**config.mk**
```make
export PLATFORM = sky130hd
export DESIGN_NAME = pager_top
export DESIGN_NICKNAME = d
export VERILOG_FILES = /design/src/logic/pte_pkg.sv /design/src/logic/pager_pkg.sv /design/src/logic/pager_top.sv /design/src/logic/fill_builder.sv /design/src/logic/walk_addr_gen.sv /design/src/logic/level_counter.sv /design/src/logic/walk_fsm.sv /design/src/logic/ptbr_regs.sv
export SDC_FILE = /design/constraint.sdc
export NUM_CORES = 1
export LEC_CHECK = 0
export BUFFER_PORTS_ARGS = -buffer_cell sky130_fd_sc_hd__buf_4
export CAP_MARGIN = 10
export CORE_UTILIZATION = 40
export CTS_BUF_LIST = sky130_fd_sc_hd__clkbuf_2
export DETAILED_ROUTE_END_ITERATION = 6
export PLACE_DENSITY_LB_ADDON = 0.2
export SYNTH_ARGS = -nofsm -noshare
export SYNTH_HDL_FRONTEND = slang
export SYNTH_SLANG_ARGS = --single-unit
```
**constraint.sdc**
```tcl
create_clock -name clk -period 6.05 [get_ports clk]
set_clock_uncertainty 0.2 [all_clocks]
set_input_delay 0.3025 -clock clk [delete_from_list [all_inputs] [get_ports clk]]
set_output_delay 0.3025 -clock clk [all_outputs]
set_load 0.005 [all_outputs]
```
**src/logic/pte_pkg.sv**
```systemverilog
`default_nettype none

package pte_pkg;

  localparam int LEVELS     = 3;
  localparam int IDX_WIDTH  = 9;
  localparam int PAGE_SHIFT = 12;

  typedef logic [1:0] level_t;

  // entry pointing at the next table down
  typedef struct packed {
    logic [19:0] frame;
    logic [9:0]  rsvd;
    logic        leaf;
    logic        valid;
  } pte_ptr_t;

  // entry mapping a page, leaf bit set
  typedef struct packed {
    logic [19:0] frame;
    logic [4:0]  rsvd;
    logic        dirty;
    logic        accessed;
    logic        glob;
    logic        system;
    logic        writable;
    logic        leaf;
    logic        valid;
  } pte_leaf_t;

  // valid and leaf sit in the same bits in both views
  typedef union packed {
    pte_ptr_t  ptr;
    pte_leaf_t page;
  } pte_u;

endpackage

`default_nettype wire

```
**src/logic/pager_pkg.sv**
```systemverilog
`default_nettype none

package pager_pkg;

  localparam int VA_WIDTH = 39;
  localparam int PA_WIDTH = 32;

  // walker control registers
  localparam logic [11:0] CSR_ROOT0  = 12'h5c0;
  localparam logic [11:0] CSR_ROOT1  = 12'h5c1;
  localparam logic [11:0] CSR_PAGING = 12'h5c2;

  // page size codes carried in the fill word
  localparam logic [1:0] SIZE_4K = 2'd0;
  localparam logic [1:0] SIZE_2M = 2'd1;
  localparam logic [1:0] SIZE_1G = 2'd2;

  typedef struct packed {
    logic [VA_WIDTH-1:0] va;
    logic                code;
  } walk_req_t;

  // entry address, always word aligned
  typedef struct packed {
    logic [PA_WIDTH-1:0] addr;
  } mem_req_t;

  typedef struct packed {
    logic [11:0] num;
    logic [31:0] data;
  } csr_wr_t;

  typedef struct packed {
    logic [VA_WIDTH-13:0] vpn;
    logic [PA_WIDTH-13:0] ppn;
    logic [1:0]           size;
    logic                 writable;
    logic                 system;
    logic                 glob;
    logic                 accessed;
    logic                 dirty;
    logic                 fault;
    // set for the instruction TLB
    logic                 code;
  } fill_t;

endpackage

`default_nettype wire
```
**src/logic/pager_top.sv**
```systemverilog
`timescale 1ns/1ps
`default_nettype none

module pager_top
  import pager_pkg::*;
  import pte_pkg::*;
(
  input  logic        clk,
  input  logic        rst,
  input  walk_req_t   walk_req,
  input  logic        req_valid,
  output logic        req_ready,
  input  csr_wr_t     csr_wr,
  input  logic        csr_en,
  output mem_req_t    mem_req,
  output logic        mem_req_valid,
  input  logic        mem_req_ready,
  input  logic [31:0] mem_rsp_data,
  input  logic        mem_rsp_valid,
  output fill_t       fill,
  output logic        fill_valid
);

  logic [31:0] root;
  logic        paging_on;
  logic        load;
  logic        step;
  logic        capture;
  logic        identity;
  logic        last;
  level_t      level;
  walk_req_t   held_req;
  pte_u        rsp_pte;

  assign rsp_pte = pte_u'(mem_rsp_data);

  ptbr_regs u_ptbr_regs (
    .clk       (clk),
    .rst       (rst),
    .csr_en    (csr_en),
    .csr_wr    (csr_wr),
    .root_sel  (walk_req.va[VA_WIDTH-1]),
    .root      (root),
    .paging_on (paging_on)
  );

  walk_fsm u_walk_fsm (
    .clk           (clk),
    .rst           (rst),
    .req_valid     (req_valid),
    .req_ready     (req_ready),
    .paging_on     (paging_on),
    .mem_req_valid (mem_req_valid),
    .mem_req_ready (mem_req_ready),
    .mem_rsp_valid (mem_rsp_valid),
    .pte           (rsp_pte),
    .last          (last),
    .load          (load),
    .step          (step),
    .capture       (capture),
    .identity      (identity),
    .fill_valid    (fill_valid)
  );

  level_counter u_level_counter (
    .clk   (clk),
    .rst   (rst),
    .load  (load),
    .step  (step),
    .level (level),
    .last  (last)
  );

  walk_addr_gen u_walk_addr_gen (
    .clk        (clk),
    .rst        (rst),
    .load       (load),
    .step       (step),
    .req_in     (walk_req),
    .root       (root),
    .level      (level),
    .next_frame (rsp_pte.ptr.frame),
    .held_req   (held_req),
    .mem_req    (mem_req)
  );

  fill_builder u_fill_builder (
    .clk      (clk),
    .rst      (rst),
    .capture  (capture),
    .identity (identity),
    .pte      (rsp_pte),
    .level    (level),
    .held_req (held_req),
    .fill     (fill)
  );

endmodule

`default_nettype wire

```
**src/logic/fill_builder.sv**
```systemverilog
`timescale 1ns/1ps
`default_nettype none

module fill_builder
  import pager_pkg::*;
  import pte_pkg::*;
(
  input  logic      clk,
  input  logic      rst,
  input  logic      capture,
  input  logic      identity,
  input  pte_u      pte,
  input  level_t    level,
  input  walk_req_t held_req,
  output fill_t     fill
);

  logic                           ident_q;
  logic                           fault_q;
  pte_leaf_t                      page_q;
  level_t                         level_q;
  logic [PA_WIDTH-PAGE_SHIFT-1:0] ppn;

  always_ff @(posedge clk) begin
    if (rst) begin
      ident_q <= 1'b0;
      fault_q <= 1'b0;
    end else if (capture) begin
      ident_q <= identity;
      fault_q <= !identity && !(pte.page.valid && pte.page.leaf);
    end
  end

  always_ff @(posedge clk) begin
    if (capture) begin
      page_q  <= pte.page;
      level_q <= level;
    end
  end

  // huge pages keep the va bits below their size
  always_comb begin
    ppn = page_q.frame;
    if (level_q == level_t'(2)) begin
      ppn[2*IDX_WIDTH-1:0] = held_req.va[PAGE_SHIFT +: 2*IDX_WIDTH];
    end else if (level_q == level_t'(1)) begin
      ppn[IDX_WIDTH-1:0] = held_req.va[PAGE_SHIFT +: IDX_WIDTH];
    end
  end

  always_comb begin
    fill = '0;
    // vpn and target stay so a fault lands in the right TLB
    fill.vpn  = held_req.va[VA_WIDTH-1:PAGE_SHIFT];
    fill.code = held_req.code;
    if (ident_q) begin
      fill.ppn      = held_req.va[PA_WIDTH-1:PAGE_SHIFT];
      fill.size     = SIZE_4K;
      fill.writable = 1'b1;
      fill.accessed = 1'b1;
      fill.dirty    = 1'b1;
    end else if (fault_q) begin
      fill.fault = 1'b1;
    end else begin
      fill.ppn = ppn;
      case (level_q)
        level_t'(0): fill.size = SIZE_4K;
        level_t'(1): fill.size = SIZE_2M;
        default:     fill.size = SIZE_1G;
      endcase
      fill.writable = page_q.writable;
      fill.system   = page_q.system;
      fill.glob     = page_q.glob;
      fill.accessed = page_q.accessed;
      fill.dirty    = page_q.dirty;
    end
  end

endmodule

`default_nettype wire

```
**src/logic/walk_addr_gen.sv**
```systemverilog
`timescale 1ns/1ps
`default_nettype none

module walk_addr_gen
  import pager_pkg::*;
  import pte_pkg::*;
(
  input  logic        clk,
  input  logic        rst,
  input  logic        load,
  input  logic        step,
  input  walk_req_t   req_in,
  input  logic [31:0] root,
  input  level_t      level,
  input  logic [19:0] next_frame,
  output walk_req_t   held_req,
  output mem_req_t    mem_req
);

  logic [PA_WIDTH-PAGE_SHIFT-1:0] table_frame;
  logic [IDX_WIDTH-1:0]           idx;

  // frame of the table being read
  always_ff @(posedge clk) begin
    if (rst) begin
      table_frame <= '0;
    end else if (load) begin
      table_frame <= root[PA_WIDTH-1:PAGE_SHIFT];
    end else if (step) begin
      table_frame <= next_frame;
    end
  end

  always_ff @(posedge clk) begin
    if (load) begin
      held_req <= req_in;
    end
  end

  // 9 va bits per level above the page offset
  assign idx = held_req.va[PAGE_SHIFT + IDX_WIDTH * int'(level) +: IDX_WIDTH];

  // 512 entries of 4 bytes fill the low half of the table frame
  assign mem_req.addr = {table_frame, 1'b0, idx, 2'b00};

endmodule

`default_nettype wire

```
**src/logic/level_counter.sv**
```systemverilog
`timescale 1ns/1ps
`default_nettype none

module level_counter
  import pte_pkg::*;
(
  input  logic   clk,
  input  logic   rst,
  input  logic   load,
  input  logic   step,
  output level_t level,
  output logic   last
);

  // walk starts at the top table and stops where the leaf was found
  always_ff @(posedge clk) begin
    if (rst) begin
      level <= '0;
    end else if (load) begin
      level <= level_t'(LEVELS - 1);
    end else if (step && !last) begin
      level <= level - level_t'(1);
    end
  end

  // bottom table maps 4K pages
  assign last = (level == '0);

endmodule

`default_nettype wire

```
**src/logic/walk_fsm.sv**
```systemverilog
`timescale 1ns/1ps
`default_nettype none

module walk_fsm
  import pte_pkg::*;
(
  input  logic clk,
  input  logic rst,
  input  logic req_valid,
  output logic req_ready,
  input  logic paging_on,
  output logic mem_req_valid,
  input  logic mem_req_ready,
  input  logic mem_rsp_valid,
  input  pte_u pte,
  input  logic last,
  output logic load,
  output logic step,
  output logic capture,
  output logic identity,
  output logic fill_valid
);

  typedef enum logic [1:0] {
    s_idle,
    s_issue,
    s_wait,
    s_finish
  } state_t;

  state_t state;
  state_t state_nxt;
  logic   accept;
  logic   is_ptr;

  assign accept = req_valid && req_ready;

  // only a valid non-leaf entry descends
  assign is_ptr = pte.ptr.valid && !pte.ptr.leaf;

  always_ff @(posedge clk) begin
    if (rst) begin
      state <= s_idle;
    end else begin
      state <= state_nxt;
    end
  end

  always_comb begin
    state_nxt = state;
    step      = 1'b0;
    capture   = 1'b0;
    case (state)
      s_idle: begin
        if (accept) begin
          // identity fill is taken straight from the request
          capture   = !paging_on;
          state_nxt = paging_on ? s_issue : s_finish;
        end
      end
      s_issue: begin
        if (mem_req_ready) begin
          state_nxt = s_wait;
        end
      end
      s_wait: begin
        if (mem_rsp_valid) begin
          if (is_ptr && !last) begin
            step      = 1'b1;
            state_nxt = s_issue;
          end else begin
            // leaf, invalid, or pointer off the bottom
            capture   = 1'b1;
            state_nxt = s_finish;
          end
        end
      end
      s_finish: begin
        state_nxt = s_idle;
      end
      default: begin
        state_nxt = s_idle;
      end
    endcase
  end

  assign req_ready     = (state == s_idle);
  assign load          = accept;
  assign identity      = (state == s_idle) && !paging_on;
  assign mem_req_valid = (state == s_issue);
  assign fill_valid    = (state == s_finish);

endmodule

`default_nettype wire

```
**src/logic/ptbr_regs.sv**
```systemverilog
`timescale 1ns/1ps
`default_nettype none

module ptbr_regs
  import pager_pkg::*;
(
  input  logic        clk,
  input  logic        rst,
  input  logic        csr_en,
  input  csr_wr_t     csr_wr,
  input  logic        root_sel,
  output logic [31:0] root,
  output logic        paging_on
);

  logic [PA_WIDTH-13:0] root0_frame;
  logic [PA_WIDTH-13:0] root1_frame;

  always_ff @(posedge clk) begin
    if (rst) begin
      root0_frame <= '0;
      root1_frame <= '0;
      paging_on   <= 1'b0;
    end else if (csr_en) begin
      case (csr_wr.num)
        CSR_ROOT0: begin
          root0_frame <= csr_wr.data[PA_WIDTH-1:12];
          paging_on   <= 1'b1;
        end
        CSR_ROOT1: begin
          root1_frame <= csr_wr.data[PA_WIDTH-1:12];
          paging_on   <= 1'b1;
        end
        CSR_PAGING: begin
          paging_on <= csr_wr.data[0];
        end
        default: begin
        end
      endcase
    end
  end

  // upper half of the va space walks from root 1
  assign root = {(root_sel ? root1_frame : root0_frame), 12'h000};

endmodule

`default_nettype wire

```
==> flow_metrics.tcl <==
set metrics [dict create \
    status "finished, final reports clean" \
    dp_hpwl_um 12040 \
    vias_per_cell 5.169 \
    cellInternalPower_uw 1490 \
    drive_above_1_share_pct 30.40 \
    grt_max_degree 89 \
    slew_worst_pin_ns 1.052 \
    clock_latency_ns 0.69 \
    die_w_um 129.0 \
    clock-sinks 129 \
    clock_tree_from_tritoncts "built" \
    timing.fmax_mhz 258.9 \
    min_path_type "in -> reg" \
    clk_path_buf_depth 2 \
    critPathKind "reg -> out" \
    first_pass_grt_wire_length_um 27240 \
    combinational_fraction_of_design_power_pct 24.2 \
    p_clk_share_pct 26.0 \
    die_area_um2 16640 \
    minimum_period_implied_by_the_final_worst_setup_slack_ns 3.863 \
    cts_max_level 4 \
    unrepaired_setup_endpoints_after_global_routing "false" \
    netSwitchingFraction_pct 28.24 \
    maxCapViolations 0 \
    crit_path_max_incr_delay_ns 1.02 \
    total_switching_power_uw 586.4 \
    timing.critical_path.from "u_level_counter.level[1]$_SDFFE_PP0P_" \
    cts_setup_buffers 0 \
    synth_cell_type_count 55 \
    reg_to_reg_critical_path_startpoint "u_level_counter.level[0]$_SDFFE_PP0P_" \
    final-hold-violation-count 0 \
    syn_avg_cell_area_um2 11.36 \
    crit_chain "inv_1 -> ha_1 -> mux4_2 -> o22ai_1 -> a211oi_1 -> buf_4" \
    antenna_left 0 \
    die_y_um 129.0 \
    total_negative_slack_for_setup_checks_ns 0 \
    timing.critical_path.arrival_ns 3.36 \
    ioPinCount 213 \
    setup_viol_count_final 0 \
    grt_use_met1_pct 26.30 \
    core.rowCount 46 \
    yosys_warnings 0 \
    mapped_area_um2 6452 \
    initial_standard_cell_utilization_of_the_core_pct 40.77 \
    critical_path.slowest_cell "dfxtp_1" \
    wl_um 18070 \
    leakage_power_uw 0.003529 \
    drc 0 \
    cts.clk_slew.worst_paths_ns 0.19 \
    pwr_density_cell_nw_per_um2 233.5 \
    number_of_instances_in_the_synthesized_netlist 568 \
    initial_antenna_violation_count 1 \
    multi_input_area_um2 2713 \
    end_kind "primary output" \
    use_met2_pct 37.39 \
    gr_usage_total_pct 21.75 \
    synth.ff_latch_count 129 \
    yosysSeqAreaShare_pct 49.64 \
    m3_gr_usage_pct 5.533 \
    via_count 5355 \
    ir_drop_mv 0.1129 \
    hold_slack_ns 0.1121 \
    synth_edf_count 62 \
    asyncSetResetFlopFracSynth_pct 0 \
    slew-limit-headroom_pct 29.77 \
    grt.overflow.total 0 \
    timing_max_transition_violations_final 0 \
    share_seq_of_total_power_pct 49.8 \
    globalplace.congestion 0.8360 \
    worst_path_dominant_cell_family "flip-flops" \
    via_count_of_the_first_global_routing_pass 5211 \
    fin_crit_sh_pct 63.85 \
    cts-buffers-inserted 17 \
    critPathRequiredTime_ns 5.55 \
    crit_path_max_fanout 23 \
    hold_path_origin "csr_wr[37]" \
    routed_wire_length_per_instance_um 17.44 \
    synth_ff_type "dfxtp_1" \
    crit_path_start_kind "register" \
    area_growth_pct 37.81 \
    numPortBuffers 188 \
    placeableCoreArea_um2 15830 \
    clk_root_buffer_cell "clkbuf_2" \
    drt_iter0_drc 391 \
    area.sequential_um2 3203 \
    final_nets 930 \
    cp.buffers_inverters 2 \
    busiest_layer "met2" \
    number_of_search_and_repair_iterations_in_the_first_detailed_routing_pass 5 \
    fill_cells 1388 \
]
[worst register-to-register path: cells and delay by family, from the launching register on]
family / cells / cell delay, ns
fa+ha+maj: 1 / 0.33
compound gates: 1 / 0.33
simple gates: 2 / 1.03
flops: 1 / 1.04
buf+inv: 2 / 0.84
[sequential cells by signal (all words and copies together) (netlist names), 2 cells and up]
signal                       count
u_ptbr_regs.root0_frame         20
u_fill_builder.page_q           25
u_fill_builder.level_q           2
u_ptbr_regs.root1_frame         20
u_level_counter.level            2
u_walk_addr_gen.table_frame     20
u_walk_addr_gen.held_req        35
u_walk_fsm.state                 2
[per-layer routing]
layer / vias to the layer above / routed length, um
li1: 2560 / -
met2: 221 / 8928
met4: 0 / 304
met5: - / 0
met1: 2546 / 7675
met3: 28 / 1164
[power by group through the flow]
stage	clock network [uW]	logic [uW]	registers, uW
after CTS	559	501	1030
after detailed placement	0	446	1050
after global placement	0	439	1050
after floorplan	0	251	1030
final	541	501	1030
after global routing	588	544	1040
[path summary, 6_finish.rpt]
path,to,slack [ns],cells past startpoint
setup / recovery,mem_req[2],2.19,6
hold / removal,u_ptbr_regs.root0_frame[7]$_SDFFE_PP0P_,0.11,5
setup reg to reg,u_walk_addr_gen.table_frame[1]$_SDFFE_PP0P_,2.25,6
hold reg to reg,u_ptbr_regs.root0_frame[2]$_SDFFE_PP0P_,0.28,2
[cells by family (layout without fill, tap and decap cells)]
family,count (synthesis),in the layout,share of synthesized area (%)
muxes,62,62,12.39
xor gates and xnor gates,2,2,0.2715
and+or+nand+nor,163,163,15.69
adders and majority gates,2,2,0.3878
other,1,4,0.05812
AOI/OAI and AO/OA,127,127,13.13
DFF,129,129,49.64
buffers and inverters,82,331,8.435
[stage by stage]
step,utilization (%),instance area [um^2],power [uW],cells,setup WS [ns]
global placement,48.47,7672,1489,905,2.793
global route,56.18,8892,2173,1036,1.717
floorplan,-,6460,1278,570,3.613
finish,56.18,8892,2076,1036,2.187
CTS,56.17,8890,2094,1035,2.039
detailed placement,48.47,7672,1498,905,2.713
[final cells by class]
cell class / count / area share, %
repair buffers: 293 / 27.49
multi-input cells: 359 / 30.51
flip-flops and latches: 129 / 36.02
clock inverters: 13 / 1.590
diodes: 1 / 0.02814
clock buffers: 19 / 1.069
inverters: 6 / 0.2533
well taps: 216 / 3.039
[placed cells by master (no fill, tap or decap), drive strengths merged, types with 6 or more instances in the layout]
cell type / n
dfxtp: 67
clkbuf: 19
a22o: 7
a21oi: 23
clkinv: 9
o21ai: 40
dlygate4sd3: 98
nor2b: 25
nor2: 7
a211oi: 23
inv: 6
nand3: 39
a311oi: 21
nand2b: 63
mux4: 14
edfxtp: 62
mux2i: 45
buf: 195
[cells in the mapped netlist, drive strengths merged, types with 7 or more instances]
cell type / count / area [um^2]
dfxtp: 67 / 1341
nand2b: 63 / 394.1
edfxtp: 62 / 1862
buf: 61 / 464.2
mux2i: 45 / 450.4
o21ai: 40 / 204.0
nand3: 39 / 195.2
nor2b: 25 / 156.4
a211oi: 23 / 172.7
a21oi: 23 / 115.1
a311oi: 21 / 183.9
clkbuf: 15 / 57.55
mux4: 14 / 315.3
a22o: 7 / 61.31
nor2: 7 / 26.28
[timing repair]
| item | CTS | global route |
|---|---|---|
| endpoints found under the hold margin | 127 | 0 |
| hold buffers | 98 | 0 |
| resized for setup | 0 | 0 |
Power figures use the tool's default switching activity.
